**src/hdl/divider_pkg.sv**
```systemverilog
//**************************************
// shared widths and the operand view of
// the 64-bit integer divider
//**************************************

package divider_pkg;

    // operand and result width
    localparam int xlen = 64;

    // quotient bits produced per radix-16 step
    localparam int stage_bits = 4;

    // steps needed to cover a full dword
    localparam int div_steps = xlen / stage_bits;

    // divisor register holds the operand shifted up by 60
    localparam int divisor_w = xlen + xlen - stage_bits;

    // upper and lower words of a dword
    typedef struct packed {
        logic [xlen/2-1:0] hi;
        logic [xlen/2-1:0] lo;
    } div_halves_t;

    // one operand word, seen whole or as two halves
    typedef union packed {
        logic [xlen-1:0] dword;
        div_halves_t     half;
    } div_operand_u;

endpackage
```
**src/hdl/div_result_fmt.sv**
```systemverilog
//**************************************
// divider result stage
// signs, special cases and word extension
//**************************************

`timescale 1ns/10ps

module div_result_fmt (
    input  logic                         clk,
    input  logic                         reset,
    input  logic                         done,
    input  logic [divider_pkg::xlen-1:0] quotient,
    input  logic [divider_pkg::xlen-1:0] remainder,
    input  logic [divider_pkg::xlen-1:0] orig_dividend,
    input  logic                         neg_quot,
    input  logic                         neg_rem,
    input  logic                         div_zero,
    input  logic                         overflow,
    input  logic                         rem_sel,
    input  logic                         word_sel,
    output logic [divider_pkg::xlen-1:0] res,
    output logic                         valid
);

    import divider_pkg::*;

    logic [xlen-1:0] pick;
    logic            pick_neg;
    div_operand_u    fmt_u;
    logic [xlen-1:0] fmt_val;

    always_comb begin
        pick     = rem_sel ? remainder : quotient;
        pick_neg = rem_sel ? neg_rem : neg_quot;
        fmt_u.dword = pick_neg ? -pick : pick;
        // RISC-V values for x/0 and min/-1
        if (div_zero) begin
            fmt_u.dword = rem_sel ? orig_dividend : '1;
        end else if (overflow) begin
            fmt_u.dword = rem_sel ? '0 : orig_dividend;
        end
        // word results are sign extended from bit 31
        if (word_sel) begin
            fmt_val = {{(xlen/2){fmt_u.half.lo[xlen/2-1]}}, fmt_u.half.lo};
        end else begin
            fmt_val = fmt_u.dword;
        end
    end

    always_ff @(posedge clk) begin
        if (reset) begin
            valid <= 1'b0;
        end else begin
            valid <= done;
        end
    end

    always_ff @(posedge clk) begin
        if (done) begin
            res <= fmt_val;
        end
    end

endmodule

```
**config.mk**
```make
export PLATFORM = sky130hd
export DESIGN_NAME = div_result_fmt
export DESIGN_NICKNAME = d
export VERILOG_FILES = /design/src/hdl/divider_pkg.sv /design/src/hdl/div_result_fmt.sv
export SDC_FILE = /design/constraint.sdc
export NUM_CORES = 1
export LEC_CHECK = 0
export ABC_AREA = 1
export BUFFER_PORTS_ARGS = -buffer_cell sky130_fd_sc_hd__buf_2
export CAP_MARGIN = 20
export CORE_MARGIN = 8
export CORE_UTILIZATION = 30
export CTS_BUF_LIST = sky130_fd_sc_hd__clkbuf_4
export CTS_CLUSTER_DIAMETER = 30
export DETAILED_ROUTE_END_ITERATION = 10
export PLACE_DENSITY = 0.53
export SYNTH_ARGS = -nofsm -noshare
export SYNTH_HDL_FRONTEND = slang
export SYNTH_SLANG_ARGS = --single-unit
```
**constraint.sdc**
```tcl
create_clock -name clk -period 4.77 [get_ports clk]
set_input_delay 0.2385 -clock clk [delete_from_list [all_inputs] [get_ports clk]]
set_output_delay 0.2385 -clock clk [all_outputs]
set_load 0.03 [all_outputs]
```
# After elaboration in Yosys (flattened, before gate mapping)
# Cells that the tools add are included.
[totals] ff_bits=65 word_cells=11
[op_classes] n_addsub=1 muxes=8
[ops] cell="$mux 64" n=7
[ops] cell="$neg 64->64" n=1
[ops] cell="$mux 1" n=1

# Logic depth before layout (Yosys ltp)
[depth] word_depth=6 depth_mapped=19 mapped_depth_nobuf=17

# Worst setup path after synthesis
# Ideal clock, no wire load.
[synth_timing] path_type="input to register" start="input rem_sel" end="register res[50] (netlist bit), data pin" setup_time_ns=0.252 t_arrival_ns=1.981 required_ns=4.518 path_slack_ns=2.537 stages=18 path_buffers=2 cell_sequence="inv_2 -> buf_6 -> buf_6 -> nand2_1 -> nand2_1 -> inv_2 -> ha_1 -> nand3_1 -> nor2_2 -> nand3_1 -> nor2_1 -> nand3_1 -> nand2_1 -> nand3_1 -> nand3_1 -> nand3_1 -> nand2_1 -> nand2_1"
[synth_via] elab_chain_cells=6 word_cells_on_any_way=9
[synth_lines] item="from (decl)" line="div_result_fmt.sv:19" source="input logic rem_sel,"
[synth_lines] item="$mux 64" line="div_result_fmt.sv:33" source="pick = rem_sel ? remainder : quotient;"
[synth_lines] item="$neg 64->64" line="div_result_fmt.sv:35" source="fmt_u.dword = pick_neg ? -pick : pick;"
[synth_lines] item="$mux 64" line="div_result_fmt.sv:35"
[synth_lines] item="$mux 64" line="div_result_fmt.sv:39" source="end else if (overflow) begin"
[synth_lines] item="$mux 64 *" line="div_result_fmt.sv:37" source="if (div_zero) begin"
[synth_lines] item="$mux 64 *" line="div_result_fmt.sv:43" source="if (word_sel) begin"
[synth_lines] item="via fmt_val[50]" line="div_result_fmt.sv:30" source="logic [xlen-1:0] fmt_val;"
[synth_lines] item="to (signal assigned)" line="div_result_fmt.sv:60" source="res <= fmt_val;"
[synth_lines] item="to (decl)" line="div_result_fmt.sv:21" source="output logic [divider_pkg::xlen-1:0] res,"
# The timed path passes the listed nets; every way through them passes the cells marked *.
# A chain may end at the register's enable or synchronous reset.

# Worst setup path in the final report
# Ends and elaborated chain as after synthesis.

==> metrics.csv <==
stage,metric,value,unit
global_route,grt_pass1_wl,45800,um
setup_path,crit_path_frequent_cell,nand3_1,
sta,slew_viol_final,0,
sta,period_needed,2940,ps
cts,path_clk_slew,130,ps
sta,finalSetupTns,0,ps
cts,cts_setup_buffers,0,
synth,ys_seq_elements,65,
setup_path,path_class,in -> reg,
final_layout,design_area,8780,um2
cts,cts.sinks,65,
power,power.density,214,nW/um2
cts,cts-root-buf,clkbuf_4,
synth,synth.avg_cell_area,5.70,um2
power,power_frac_seq,0.384,
power,power_switching,0.780,mW
setup_path,max_stage_delay,280,ps
sta,tightest_slew,1040,ps
global_route,grt_usage,0.201,
setup_path,cp_cell_sequence,buf_4 -> inv_2 -> nand2_1 -> nand2_1 -> inv_2 -> ha_1 -> nand3_1 -> nor2_2 -> nand3_1 -> nor2_1 -> nand3_1 -> nand2_1 -> nand3_1 -> nand3_1 -> nand3_1 -> nand2_1 -> nand2_1,
floorplanning,pin_count,266,
status,status,"finished, final reports clean",
final_layout,drive_gt1_frac,0.218,
power,intPower,1.10,mW
sta,slew_headroom,0.302,
drt,ant_nets,0,
synth,syn_inst,1258,
drt,drt-total-wl,30400,um
placement,place_area,8640,um2
sta,period_share,0.617,
sta,fmax,340,MHz
cts,cts_buffer_depth,2,
drt,drt_iter0_drc,735,
setup_path,critPathArrivalTime,3090,ps
global_route,antenna_found_initial,3,
power,swShare,0.416,
floorplanning,rows,56,
power,clkPwrFrac,0.195,
synth,yosysTopAreaCell,edfxtp_1,
cts,cts_buffers,9,
synth,async_flop_share,0,
floorplanning,core,23500,um2
drt,detail_route.wl_per_cell,16.8,um
final_layout,multi_input_area,4260,um2
setup_path,slowest_stage,nor2_1,
floorplanning,die_area,29100,um2
global_route,grt_max_degree,64,
synth,synth_top_area_frac,0.268,
power,p_leak,4.57,nW
sta,rsz0062_at_grt,false,
cts,cts_tree,yes,
floorplanning,initial_core_util,0.306,
setup_path,cp-end-kind,register,
drt,vias,8651,
flow_run,maxCapViolations,0,
floorplanning,die_w,171,um
setup_path,required,4920,ps
drt,routed_via_density,4.77,
final_layout,fillers,2645,
drt,first_pass_iters,7,
setup_path,cp_max_fo,29,
global_route,grt-ovfl-total,0,
synth,yosys_warnings,0,
placement,dp_hpwl,24700,um
synth,ys_types,31,
sta,finalSetupViolCount,0,
floorplanning,die_h,171,um
cts,htree_levels,3,
cts,cts_resized,0,
global_route,first_global_vias,8121,
worst_hold_path,hold_path_class,in -> reg,
power,vdd_drop_max,114,uV
synth,netlist_area,7170,um2
synth,synth_flop_cell,edfxtp_1,
setup_path,critPathLaunchType,input port,
sta,hold_viol,0,
synth,seq_area_frac_synth,0.271,
synth,syn_nets,1460,
final_layout,seq_area,1940,um2
placement,gpl.final_weighted_congestion,0.907,
final_layout,finalNetCount,1689,
synth,synth.area.top_cells,"edfxtp_1 (27%), nand2_1 (25%), inv_1 (8.5%)",
drt,drcViolationCount,0,
power,p_comb_frac,0.422,
final_layout,area_delta_synth_final,22.5,%
placement,port_buffers,265,
synth,synth-edff-count,64,
critical path, delay by kind of cell:
| kind | cells | cell delay [ps] |
|---|---|---|
| fa+ha+maj | 1 | 190 |
| buf+inv | 3 | 630 |
| simple gates | 13 | 2000 |
cell usage after synthesis, types with 5 or more instances:
library cell,count
edfxtp_1,64
nor2_2,13
buf_1,5
nand2_1,474
o21ai_2,10
nand3b_1,15
buf_6,13
nand3_1,121
nor2_1,151
nor3_1,8
o21ai_0,58
o21ai_1,26
a21oi_1,31
a31oi_1,31
clkbuf_1,29
buf_2,7
nand4_1,11
inv_2,6
inv_1,163
metrics by stage:
step / utilization / std cells / power [mW] / hold slack, ps / setup slack (ps)
floorplan: - / 1258 / 1.23 / 310 / 2540
global placement: 0.368 / 1794 / 1.52 / 395 / 1420
detailed placement: 0.368 / 1794 / 1.52 / 397 / 1420
CTS: 0.374 / 1811 / 1.88 / 133 / 1880
global route: 0.374 / 1814 / 2.00 / 153 / 1620
finish: 0.374 / 1814 / 1.88 / 165 / 1830
state kept, by name, summed over array words and instances, names as in the netlist:
signal and count:
valid 1, res 64
area by class of cell:
type / count / area share
multi-input combinational: 966 / 0.485
sequential: 65 / 0.221
timing repair buffer: 276 / 0.161
inverter: 169 / 0.0722
tap: 319 / 0.0454
clock buffer: 9 / 0.00769
clock inverter: 7 / 0.00698
antenna: 3 / 0.000855
cell usage in the layout, fill, tap and decap left out, drive strengths merged:
cell type / Yosys / routed
a21oi: 32 / 32
a31oi: 31 / 31
and2: 3 / 3
buf: 29 / 275
bufinv: 0 / 1
clkbuf: 29 / 9
clkinv: 0 / 4
clkinvlp: 0 / 2
dfxtp: 1 / 1
diode: 0 / 3
dlygate4sd3: 0 / 1
edfxtp: 64 / 64
ha: 1 / 1
inv: 169 / 169
nand2: 478 / 478
nand3: 122 / 122
nand3b: 15 / 15
nand4: 11 / 11
nor2: 165 / 165
nor3: 8 / 8
o211ai: 2 / 2
o21ai: 94 / 94
o21bai: 3 / 3
or2: 1 / 1
layer usage:
metal,share of wire,vias to the layer above,global-route usage
met4,0.012,0,0.0511
met5,0,-,0
met2,0.40,349,0.285
li1,-,4465,-
met1,0.50,3818,0.305
met3,0.083,19,0.0355
worst paths after layout:
check | startpoint | endpoint | slack (ps) | cells past startpoint
worst max-delay path | rem_sel | res[50] | 1830 | 17
worst min-delay path | orig_dividend[10] | res[10] | 160 | 3
power by group through the flow:
stage | Sequential, mW | Combinational [mW] | Clock [mW]
2_1_floorplan | 0.856 | 0.377 | 0
3_3_place_gp | 0.735 | 0.781 | 0
3_5_place_dp | 0.734 | 0.785 | 0
4_1_cts | 0.721 | 0.788 | 0.374
5_1_grt | 0.726 | 0.870 | 0.399
6_report | 0.720 | 0.790 | 0.365
logic make-up after synthesis:
logic type,synth area share
AO/OA/AOI/OAI,0.127
buffers and inverters,0.137
AND/OR/NAND/NOR,0.464
flip-flops,0.271
adder cells (fa/ha/maj),0.00174
repair_timing:
| action | in CTS | in global routing |
|---|---|---|
| hold buffers | 1 | 0 |
| endpoints found under the setup margin | 0 | 0 |
| endpoints found under the hold margin | 1 | 0 |
(Power assumes the default switching activity.)
