`config.mk`:
```
export PLATFORM = sky130hd
export DESIGN_NAME = div_operand_prep
export DESIGN_NICKNAME = d
export VERILOG_FILES = /design/src/hdl/divider_pkg.sv /design/src/hdl/div_operand_prep.sv
export SDC_FILE = /design/constraint.sdc
export NUM_CORES = 1
export LEC_CHECK = 0
export BUFFER_PORTS_ARGS = -buffer_cell sky130_fd_sc_hd__buf_2
export CAP_MARGIN = 5
export CORE_MARGIN = 2
export CORE_UTILIZATION = 49
export DETAILED_ROUTE_END_ITERATION = 12
export GPL_TIMING_DRIVEN = 0
export MAX_ROUTING_LAYER = met4
export PLACE_DENSITY = 0.73
export SYNTH_ARGS = -nofsm -noshare
export SYNTH_HDL_FRONTEND = slang
export SYNTH_SLANG_ARGS = --single-unit
```
`constraint.sdc`:
```
create_clock -name clk -period 6.24 [get_ports clk]
set_input_delay 0.312 -clock clk [delete_from_list [all_inputs] [get_ports clk]]
set_output_delay 0.312 -clock clk [all_outputs]
set_load 0.01 [all_outputs]
```
`src/hdl/divider_pkg.sv`:
```
//**************************************
// shared widths and the operand view of
// the 64-bit integer divider
//**************************************

package divider_pkg;

    // operand and result width
    localparam int xlen = 64;

    // quotient bits produced per radix-16 step
    localparam int stage_bits = 4;

    // steps needed to cover a full dword
    localparam int div_steps = xlen / stage_bits;

    // divisor register holds the operand shifted up by 60
    localparam int divisor_w = xlen + xlen - stage_bits;

    // upper and lower words of a dword
    typedef struct packed {
        logic [xlen/2-1:0] hi;
        logic [xlen/2-1:0] lo;
    } div_halves_t;

    // one operand word, seen whole or as two halves
    typedef union packed {
        logic [xlen-1:0] dword;
        div_halves_t     half;
    } div_operand_u;

endpackage
```
`src/hdl/div_operand_prep.sv`:
```
//**************************************
// divider request stage
// captures a request, forms absolute values
// and flags the special cases
//**************************************

`timescale 1ns/10ps

module div_operand_prep (
    input  logic                         clk,
    input  logic                         reset,
    input  logic                         ena,
    input  logic                         unsigned_op,
    input  logic                         rem_op,
    input  logic                         word_op,
    input  logic [divider_pkg::xlen-1:0] a1,
    input  logic [divider_pkg::xlen-1:0] a2,
    input  logic                         done,
    output logic                         busy,
    output logic                         start,
    output logic [divider_pkg::xlen-1:0] abs_dividend,
    output logic [divider_pkg::xlen-1:0] abs_divisor,
    output logic [divider_pkg::xlen-1:0] orig_dividend,
    output logic                         neg_quot,
    output logic                         neg_rem,
    output logic                         div_zero,
    output logic                         overflow,
    output logic                         rem_sel,
    output logic                         word_sel
);

    import divider_pkg::*;

    logic            busy_q;
    logic            req_q;
    logic            accept;
    logic            uns_q;
    logic            rem_q;
    logic            word_q;
    div_operand_u    op1_q;
    div_operand_u    op2_q;
    logic [xlen-1:0] ext1;
    logic [xlen-1:0] ext2;
    logic            neg1;
    logic            neg2;
    logic            min_val;

    // busy drops in the valid cycle, a request there starts the next operation
    assign busy   = busy_q & ~done;
    assign accept = ena & ~busy;

    always_ff @(posedge clk) begin
        if (reset) begin
            busy_q <= 1'b0;
            req_q  <= 1'b0;
            start  <= 1'b0;
        end else begin
            req_q <= accept;
            start <= req_q;
            if (accept) begin
                busy_q <= 1'b1;
            end else if (done) begin
                busy_q <= 1'b0;
            end
        end
    end

    // raw request, held until the next accepted strobe
    always_ff @(posedge clk) begin
        if (accept) begin
            op1_q.dword <= a1;
            op2_q.dword <= a2;
            uns_q       <= unsigned_op;
            rem_q       <= rem_op;
            word_q      <= word_op;
        end
    end

    // word forms use the lower half only, extended by signedness
    always_comb begin
        if (word_q) begin
            ext1    = {{(xlen/2){op1_q.half.lo[xlen/2-1] & ~uns_q}}, op1_q.half.lo};
            ext2    = {{(xlen/2){op2_q.half.lo[xlen/2-1] & ~uns_q}}, op2_q.half.lo};
            min_val = (op1_q.half.lo == {1'b1, {(xlen/2-1){1'b0}}});
        end else begin
            ext1    = op1_q.dword;
            ext2    = op2_q.dword;
            min_val = (op1_q.dword == {1'b1, {(xlen-1){1'b0}}});
        end
        neg1 = ~uns_q & ext1[xlen-1];
        neg2 = ~uns_q & ext2[xlen-1];
    end

    // operands for the iterator and per-operation flags for the formatter
    always_ff @(posedge clk) begin
        if (req_q) begin
            abs_dividend  <= neg1 ? -ext1 : ext1;
            abs_divisor   <= neg2 ? -ext2 : ext2;
            orig_dividend <= ext1;
            neg_quot      <= neg1 ^ neg2;
            neg_rem       <= neg1;
            div_zero      <= ~|ext2;
            // most negative value over minus one
            overflow      <= ~uns_q & min_val & (&ext2);
            rem_sel       <= rem_q;
            word_sel      <= word_q;
        end
    end

endmodule

```
Word-level counts from Yosys, hierarchy flattened
Cells that the tools add are included.
- add/sub/neg operators: 2
- eq/ne operators: 2
- muxes and demuxes: 7
- bitwise operators: 12
- reductions and logical operators: 4
- operators by type and width (operator ; count):
    2-to-1 mux 64 bit ; 4
    negator 64 bit ; 2
    == test 64 bit (second input constant) ; 1
    AND reduction 64 bit ; 1
    OR reduction 64 bit ; 1
    == test 32 bit (second input constant) ; 1
    bitwise AND 1 bit ; 8
    2-to-1 mux 1 bit ; 3
    NOT 1 bit ; 3
    nonzero test 2 bit ; 1
    zero test 1 bit ; 1
    bitwise XOR 1 bit ; 1
- flip-flop bits (word level): 332
- input bits: 135
- word-level logic and storage cells: 44

Depth between registers and ports, before layout
Gate-level depths: netlist of run 1.
- word-level depth: 5
- depth in mapped cells: 9
- depth with buffers taken out: 8

Worst setup path before layout of run 1
OpenSTA, ideal clock, no wires.
- kind: register to register
- from: register busy_q
- to: register op1_q[0] in the netlist's numbering (enable)
- library setup time: 0.639 ns
- data arrival time: 6.262 ns
- path slack: -0.660 ns
- cell stages (with the launch flop): 3
- buffers on the path: 0
- cells stage by stage: dfxtp_1 -> nor2b_1 -> nor2b_1
- cells in the longest elaborated chain, start to end: 3
- RTL lines (element ; line ; source):
    start, declared ; div_operand_prep.sv:34 ; logic busy_q;
    start signal, assigned ; div_operand_prep.sv:54 ; busy_q <= 1'b0;
    start signal, assigned ; div_operand_prep.sv:61 ; busy_q <= 1'b1;
    start signal, assigned ; div_operand_prep.sv:63 ; busy_q <= 1'b0;
    bitwise AND 1 bit ; div_operand_prep.sv:49 ; assign busy = busy_q & ~done;
    net busy ; div_operand_prep.sv:19 ; output logic busy,
    NOT 1 bit ; div_operand_prep.sv:50 ; assign accept = ena & ~busy;
    bitwise AND 1 bit ; div_operand_prep.sv:50 ;
    net accept ; div_operand_prep.sv:36 ; logic accept;
    end, declared ; div_operand_prep.sv:40 ; div_operand_u op1_q;
The timed path passes the listed nets, and every way through them passes these cells.
A chain may end at the register's enable or synchronous reset.

Final worst setup path of run 1
- from: register word_q
- to: register abs_dividend[28] in the netlist's numbering, data pin
- cells in the longest elaborated chain, start to end: 3
- RTL lines (element ; line ; source):
    start, declared ; div_operand_prep.sv:39 ; logic word_q;
    start signal, assigned ; div_operand_prep.sv:75 ; word_q <= word_op;
    2-to-1 mux 64 bit ; div_operand_prep.sv:81 ; if (word_q) begin
    bitwise AND 1 bit ; div_operand_prep.sv:90 ; neg1 = ~uns_q & ext1[xlen-1];
    net neg1 ; div_operand_prep.sv:44 ; logic neg1;
    2-to-1 mux 64 bit ; div_operand_prep.sv:97 ; abs_dividend <= neg1 ? -ext1 : ext1;
    end signal, assigned ; div_operand_prep.sv:97 ;
    end, declared ; div_operand_prep.sv:21 ; output logic [divider_pkg::xlen-1:0] abs_dividend,
The timed path passes the listed nets, and every way through them passes these cells.

==> results of run 1 <==
worst max-delay path, delay by kind of cell (launching register included):
family	cells	cell delay, ns
buffers and inverters	4	1.79
and+or+nand+nor	3	0.61
DFF	1	0.59
AOI/OAI and AO/OA	1	0.22
xor gates and xnor gates	1	0.16
final cells by class:
type                    count  area, um^2  share of cell area [%]
flip-flops and latches    331        9910                    52.7
multi-input cells         593        3730                    19.8
repair buffers            472        3150                    16.8
clock buffers              38         887                    4.71
well taps                 378         473                    2.51
clock inverters            24         267                    1.42
inverters                  67         251                    1.34
plain buffers              36         139                   0.738
diodes                      2        5.00                  0.0266
registers in the layout (all words and copies together), names as in the netlist:
name           cells
op1_q             64
neg_rem            1
busy_q             1
word_q             1
overflow           1
word_sel           1
abs_dividend      64
neg_quot           1
rem_q              1
start              1
uns_q              1
op2_q             64
rem_sel            1
div_zero           1
req_q              1
orig_dividend     63
abs_divisor       64
timing repair:
action | CTS | global route
buffers inserted | 0 | 0
resized for setup | 0 | 0
hold endpoints to repair | 132 | 1
hold buffers | 130 | 1
layout by cell type (no fill, tap or decap), types with 8 or more instances in the layout:
| cell | synthesis | final |
|---|---|---|
| dlygate4sd3_1 | 0 | 131 |
| edfxtp_1 | 328 | 328 |
| clkinv_1 | 1 | 9 |
| a21oi_1 | 43 | 43 |
| xnor2_1 | 55 | 55 |
| or3_1 | 8 | 8 |
| o31ai_1 | 18 | 18 |
| clkbuf_16 | 0 | 35 |
| o41ai_1 | 10 | 10 |
| inv_1 | 66 | 66 |
| nor3_1 | 33 | 33 |
| xor2_1 | 63 | 63 |
| nand3_1 | 12 | 12 |
| nand4_1 | 22 | 22 |
| o21ai_0 | 91 | 91 |
| nor4_1 | 28 | 28 |
| buf_2 | 0 | 334 |
| clkbuf_1 | 33 | 36 |
| a31oi_1 | 19 | 19 |
| nand2_1 | 50 | 50 |
| nor2b_1 | 9 | 8 |
| nor2_1 | 60 | 60 |
metal layers:
| metal | global-route usage, % | routed length [um] |
|---|---|---|
| met5 | - | 0 |
| met4 | 12.1 | 1770 |
| met3 | 4.09 | 2740 |
| met2 | 48.7 | 21300 |
| met1 | 33.9 | 16200 |
synth_stat cells (4+ instances only):
cell,n
clkbuf_1,33
inv_1,66
nand3_1,12
nor3b_1,4
nor2_1,60
xor2_1,63
o41ai_1,10
nor2b_1,9
nor4_1,28
a21oi_1,43
a31oi_1,19
and4_1,4
or4_1,7
a21o_1,4
nand2_1,50
o31ai_1,18
edfxtp_1,328
or3_1,8
nand2b_1,5
o21ai_0,91
nor3_1,33
nand4_1,22
nand4b_1,4
xnor2_1,55
how the worst min path moves through the flow:
stage	from	end	slack, ns	depth (start not counted)
final	a1[40]	op1_q[40]	0.02	1
after detailed placement	rem_q	rem_sel	0.41	0
after CTS	a1[52]	op1_q[52]	0.002	1
after global placement	rem_q	rem_sel	0.40	0
after global routing	a1[40]	op1_q[40]	0.01	1
after floorplan	reset	req_q	0.38	1
power breakdown:
group	internal, mW	switching, mW
combinational	0.243	0.322
clock	1.24	0.864
sequential	2.62	0.0917
total	4.10	1.28
metrics by stage:
step | utilization (%) | total power [mW] | setup TNS (ns)
global placement | 57.7 | 3.24 | -132.11
CTS | 67.1 | 5.39 | 0
floorplan | - | 3.01 | 0
finish | 67.2 | 5.38 | 0
global route | 67.2 | 5.53 | 0
detailed placement | 58.4 | 3.24 | 0
kinds of logic after synthesis:
group / after synthesis / share of synthesized area, %
AOI/OAI and AO/OA: 207 / 8.83
xor gates and xnor gates: 118 / 7.37
adders and majority gates: 3 / 0.268
buffers and inverters: 103 / 2.78
DFF: 331 / 70.7
muxes: 3 / 0.223
and+or+nand+nor: 262 / 9.88
==> results.md, run 1 <==
- Outcome: finished, final reports clean
- Setup crit start: word_q
- Avg Synthesized Cell Area: about 14 um^2
- Hold slack: 0.0232 ns
- Non-Filler Instances: 1941
- Global-route wire length before repair: ~63000 um
- Post-layout min period: about 3.6 ns
- Routed length per instance: roughly 22 um
- Placed instance area: 16400 um^2
- Detail Placement HPWL: 28900 um
- Hold Violations, Final: 0
- Die height: 173 um
- Die area: around 30000 um^2
- Post-synthesis sequential area ratio: 70.7%
- Worst-path fanout max: 10
- Leakage power: 7.29 nW
- Share of cells above drive strength 1: 26.3%
- Worst-path clk slew: 0.06 ns
- Max clock buf depth: 3
- Syn Inst Count: about 1.0k
- Number of global-route vias before repair: approximately 11k
- Reg-to-reg setup timing slack: about 2.6 ns
- H-tree levels: 2
- Kind of end point of the critical path: flop
- TritonRoute pass-1 iters: 8
- FFs w/ async S/R, synth: 0%
- Worst Setup Slack, final: 2.63 ns
- Hold/Removal Path Class: input pin to flop
- DRC Markers: 0
- Crit path capture: abs_dividend[28]
- WP data required: about 6.5 ns
- Pre-CTS WS: about 2.6 ns
- Post-synth top area cell: edfxtp_1
- CP max-delay cell: edfxtp_1
- Pin count of the biggest net entering global routing: 56
- Yosys warns: 0
- Tcrit/Tclk final: 57.8%
- Later-pin clock latency in the skew report: ~0.53 ns
- CP Class: flop to flop
- Final Max Tran Viols: 0
- Post-synth EDFFs: roughly 330
- Setup crit start kind: flop
- Achievable frequency: about 280 MHz
- Worst path max stage delay: around 0.6 ns
- Initial antenna violation count: 2
- Post-synth top area share: a little over two thirds
- Layout fillers: 2048
- Design area: around 19000 um^2
- Register bit total from synthesis: 331
- Total number of vias: around 11k
- Total grt overflow: 0
- R2R cell count: 9
- Root buffer cell: clkbuf_16
- Dpl cells: 1746
- Drt via density: around 5.5
- CTS Buf Count: 35
- FF-to-FF End: abs_dividend[28]
- Synth Cell Area: 14000 um^2
- PD cells: around 290 nW/um^2
- Clock Skew: 0.0291 ns
- Core area: roughly 28000 um^2
- Nets: ~1.7k
- Final antenna-violating net count: 0
- Max-cap violations: 0
- I/O Buffers: approximately 330
- WL final: around 42000 um
- Worst path cell trace: clkbuf_1, nand2_1, nand2_1, nand2_1, inv_1, clkbuf_1, clkbuf_1, o41ai_1, xnor2_1
- Sink Count: around 330
- Syn_nets: roughly 1.2k
- Initial DRC Count: 1056
- Max IR drop VDD: between 0.0002 and 0.00025 V
- Final setup viols: 0
- RSZ-0062 raised after global routing: no
- Total track usage: roughly 28%
- Die X: roughly 170 um
- Area Growth Syn to Fin: 34.2%
- Routability Congestion: approximately 0.93
- Reg2reg start: word_q
- Distinct cell type count after synthesis: 55
- Worst Tran Pin Value: roughly 1.1 ns
- Initial Util: 50.1%
- CTS tree: yes
- Area contributors post-synth: edfxtp_1, xor2_1, xnor2_1
- Boundary Pins: ~340
- Top_reg_cell synth: edfxtp_1
- Slew Limit Headroom: between 20 and 30%
- Std-Cell Rows: between 60 and 70
- Critical Path AT: 3.88 ns
Note: power is estimated with default switching activity, not from simulation.
==> inputs of run 2 (changes only) <==
--- a/config.mk
+++ b/config.mk
@@ -8,11 +8,11 @@
 export BUFFER_PORTS_ARGS = -buffer_cell sky130_fd_sc_hd__buf_2
 export CAP_MARGIN = 5
 export CORE_MARGIN = 2
-export CORE_UTILIZATION = 49
+export CORE_UTILIZATION = 54
 export DETAILED_ROUTE_END_ITERATION = 12
 export GPL_TIMING_DRIVEN = 0
 export MAX_ROUTING_LAYER = met4
-export PLACE_DENSITY = 0.73
+export PLACE_DENSITY = 0.76
 export SYNTH_ARGS = -nofsm -noshare
 export SYNTH_HDL_FRONTEND = slang
 export SYNTH_SLANG_ARGS = --single-unit
==> constraint.sdc (replaced) <==
create_clock -name clk -period 3.6 [get_ports clk]
set_input_delay 0.18 -clock clk [delete_from_list [all_inputs] [get_ports clk]]
set_output_delay 0.18 -clock clk [all_outputs]
set_load 0.01 [all_outputs]
==> run 2 against run 1 <==
Worst setup slack worse by 2.4 ns. Critical path type unchanged. Cell count decreased by 2.5%. Cell area down 0.31%. Largest cell class unchanged.
==> results.md, run 2 (synthesis gave the netlist of run 1 again) <==
- Non-Filler Instances: about 1.9k
- CP max-delay cell: nor3_1
- Total number of vias: around 11k
- Number of global-route vias before repair: roughly 11k
- PD cells: about 500 nW/um^2
- H-tree levels: 2
- CP Class: flop to flop
- I/O Buffers: around 330
- Initial DRC Count: ~1.3k
- Worst-path fanout max: 10
- Critical Path AT: 3.74 ns
- Diodes inserted: 0
- Global routing's busiest layer: met2
- Max IR drop VDD: 0.000457 V
- Worst Tran Pin Value: 1.10 ns
- Tcrit/Tclk final: a little over nine tenths
- Dpl cells: 1699
- Hold slack: about 0.37 ns
- GR Util met3: between 4 and 5%
- Drt via density: just under 6
- Achievable frequency: 296 MHz
- Pre-CTS WS: -0.0301 ns
- Kind of end point of the critical path: flop
- Die height: ~170 um
- CTS tree: yes
- WL final: 43300 um
- Routability Congestion: 0.952
- Initial Util: around 55%
- Pin count of the biggest net entering global routing: 74
- Nets: ~1.7k
- GR Util met1: between 30% and 40%
- Initial antenna violation count: 0
- CTS Buf Count: 34
- Core area: about 25000 um^2
- Later-pin clock latency in the skew report: 0.52 ns
- Routed length per instance: around 23 um
- Final Max Tran Viols: 0
- Hold/Removal Path Class: input pin to flop
- Slew Limit Headroom: between 20% and 30%
- Area Growth Syn to Fin: 33.8%
- WP data required: slightly below 4 ns
- Std-Cell Rows: slightly below 60
- Share of cells above drive strength 1: between 20% and 30%
- TritonRoute pass-1 iters: 5
- Root buffer cell: clkbuf_16
- Boundary Pins: 335
- Area of the multi-input gates: 3760 um^2
- Tot Pwr: 9.20 mW
- Setup crit start kind: flop
- Setup bufs post-CTS: 0
- Met2 Use GR: a little over half
- Clock Skew: around 0.020 ns
- Layout fillers: between 1.5k and 2k
- Delay-heaviest family, CP: simple AND/OR/NAND/NOR gates
- Hold Violations, Final: 0
- Detail Placement HPWL: roughly 30000 um
- Worst Setup Slack, final: about 0.23 ns
- Worst Path Buf+Inv: 1
- Final setup viols: 0
- Total track usage: about 32%
- Most frequent cells in the layout: buf_2, edfxtp_1, dlygate4sd3_1, o21ai_0, inv_1
- Post-layout min period: 3.37 ns
- Final antenna-violating net count: 0
- Flip-flop and latch area: between 9000 and 10000 um^2
- Leakage power: between 7 and 8 nW
- Worst-path clk slew: about 0.06 ns
- Commonest non-fill, non-tap cell in the layout: buf_2
- Max clock buf depth: 3
- DRC Markers: 0
- RSZ-0062 raised after global routing: no
- Max-cap violations: 0
- Worst path cell trace: clkbuf_2, nor3_1, nand3_1, a21o_1, nor4_1, mux2_2, nor2_1
- Total grt overflow: 0
- Worst path max stage delay: 0.64 ns
- Outcome: finished, final reports clean
- Die X: 165 um
- Global-route wire length before repair: between 60000 and 70000 um
- Die area: roughly 27000 um^2
- Sink Count: 331
## run 2: cell types whose count changed in the layout (fill, tap and decap cells not counted), sizes merged
cell	before	now
inv	67	66
diode	2	0
buf	344	345
clkinv	18	12
clkbuf	71	77
dlygate4sd3	131	134
bufinv	5	3
## run 2: layout make-up
cell class | count | share of cell area, %
plain buffers | 36 | 0.760
clock buffers | 44 | 4.85
clock inverters | 15 | 0.927
inverters | 67 | 1.34
multi-input cells | 593 | 20.0
flip-flops and latches | 331 | 52.8
well taps | 330 | 2.20
repair buffers | 476 | 17.1
## run 2: layer usage
metal / routed length [um] / share of wire [%]
met4: 2040 / 4.7
met5: 0 / 0
met2: 22000 / 51
met1: 15700 / 36
met3: 3510 / 8.1
## run 2: repair_timing
action,in CTS,in global routing
gates resized for setup,1,7
hold endpoints to repair,134,0
hold buffers,134,0
setup endpoints to repair,4,17
## run 2: power breakdown
part	internal [mW]	switching, mW
combinational	0.427	0.571
sequential	4.54	0.163
clock	2.01	1.49
## run 2: worst paths after layout
kind	startpoint	end	slack, ns	cells past startpoint
worst max-delay path	word_q	abs_divisor[60]	0.23	7
worst min-delay path	a2[29]	op2_q[29]	0.37	2
worst max register to register	word_q	abs_divisor[60]	0.23	7
worst min register to register	rem_q	rem_sel	0.43	0
## run 2: through the flow
step | area (um^2) | util, % | TNS, ns
global placement | 16100 | 63.6 | -74.53
global route | 18800 | 74.1 | 0
detailed placement | 16300 | 64.4 | -0.0301
CTS | 18700 | 74.0 | 0
floorplan | 14000 | - | 0
finish | 18800 | 74.1 | 0
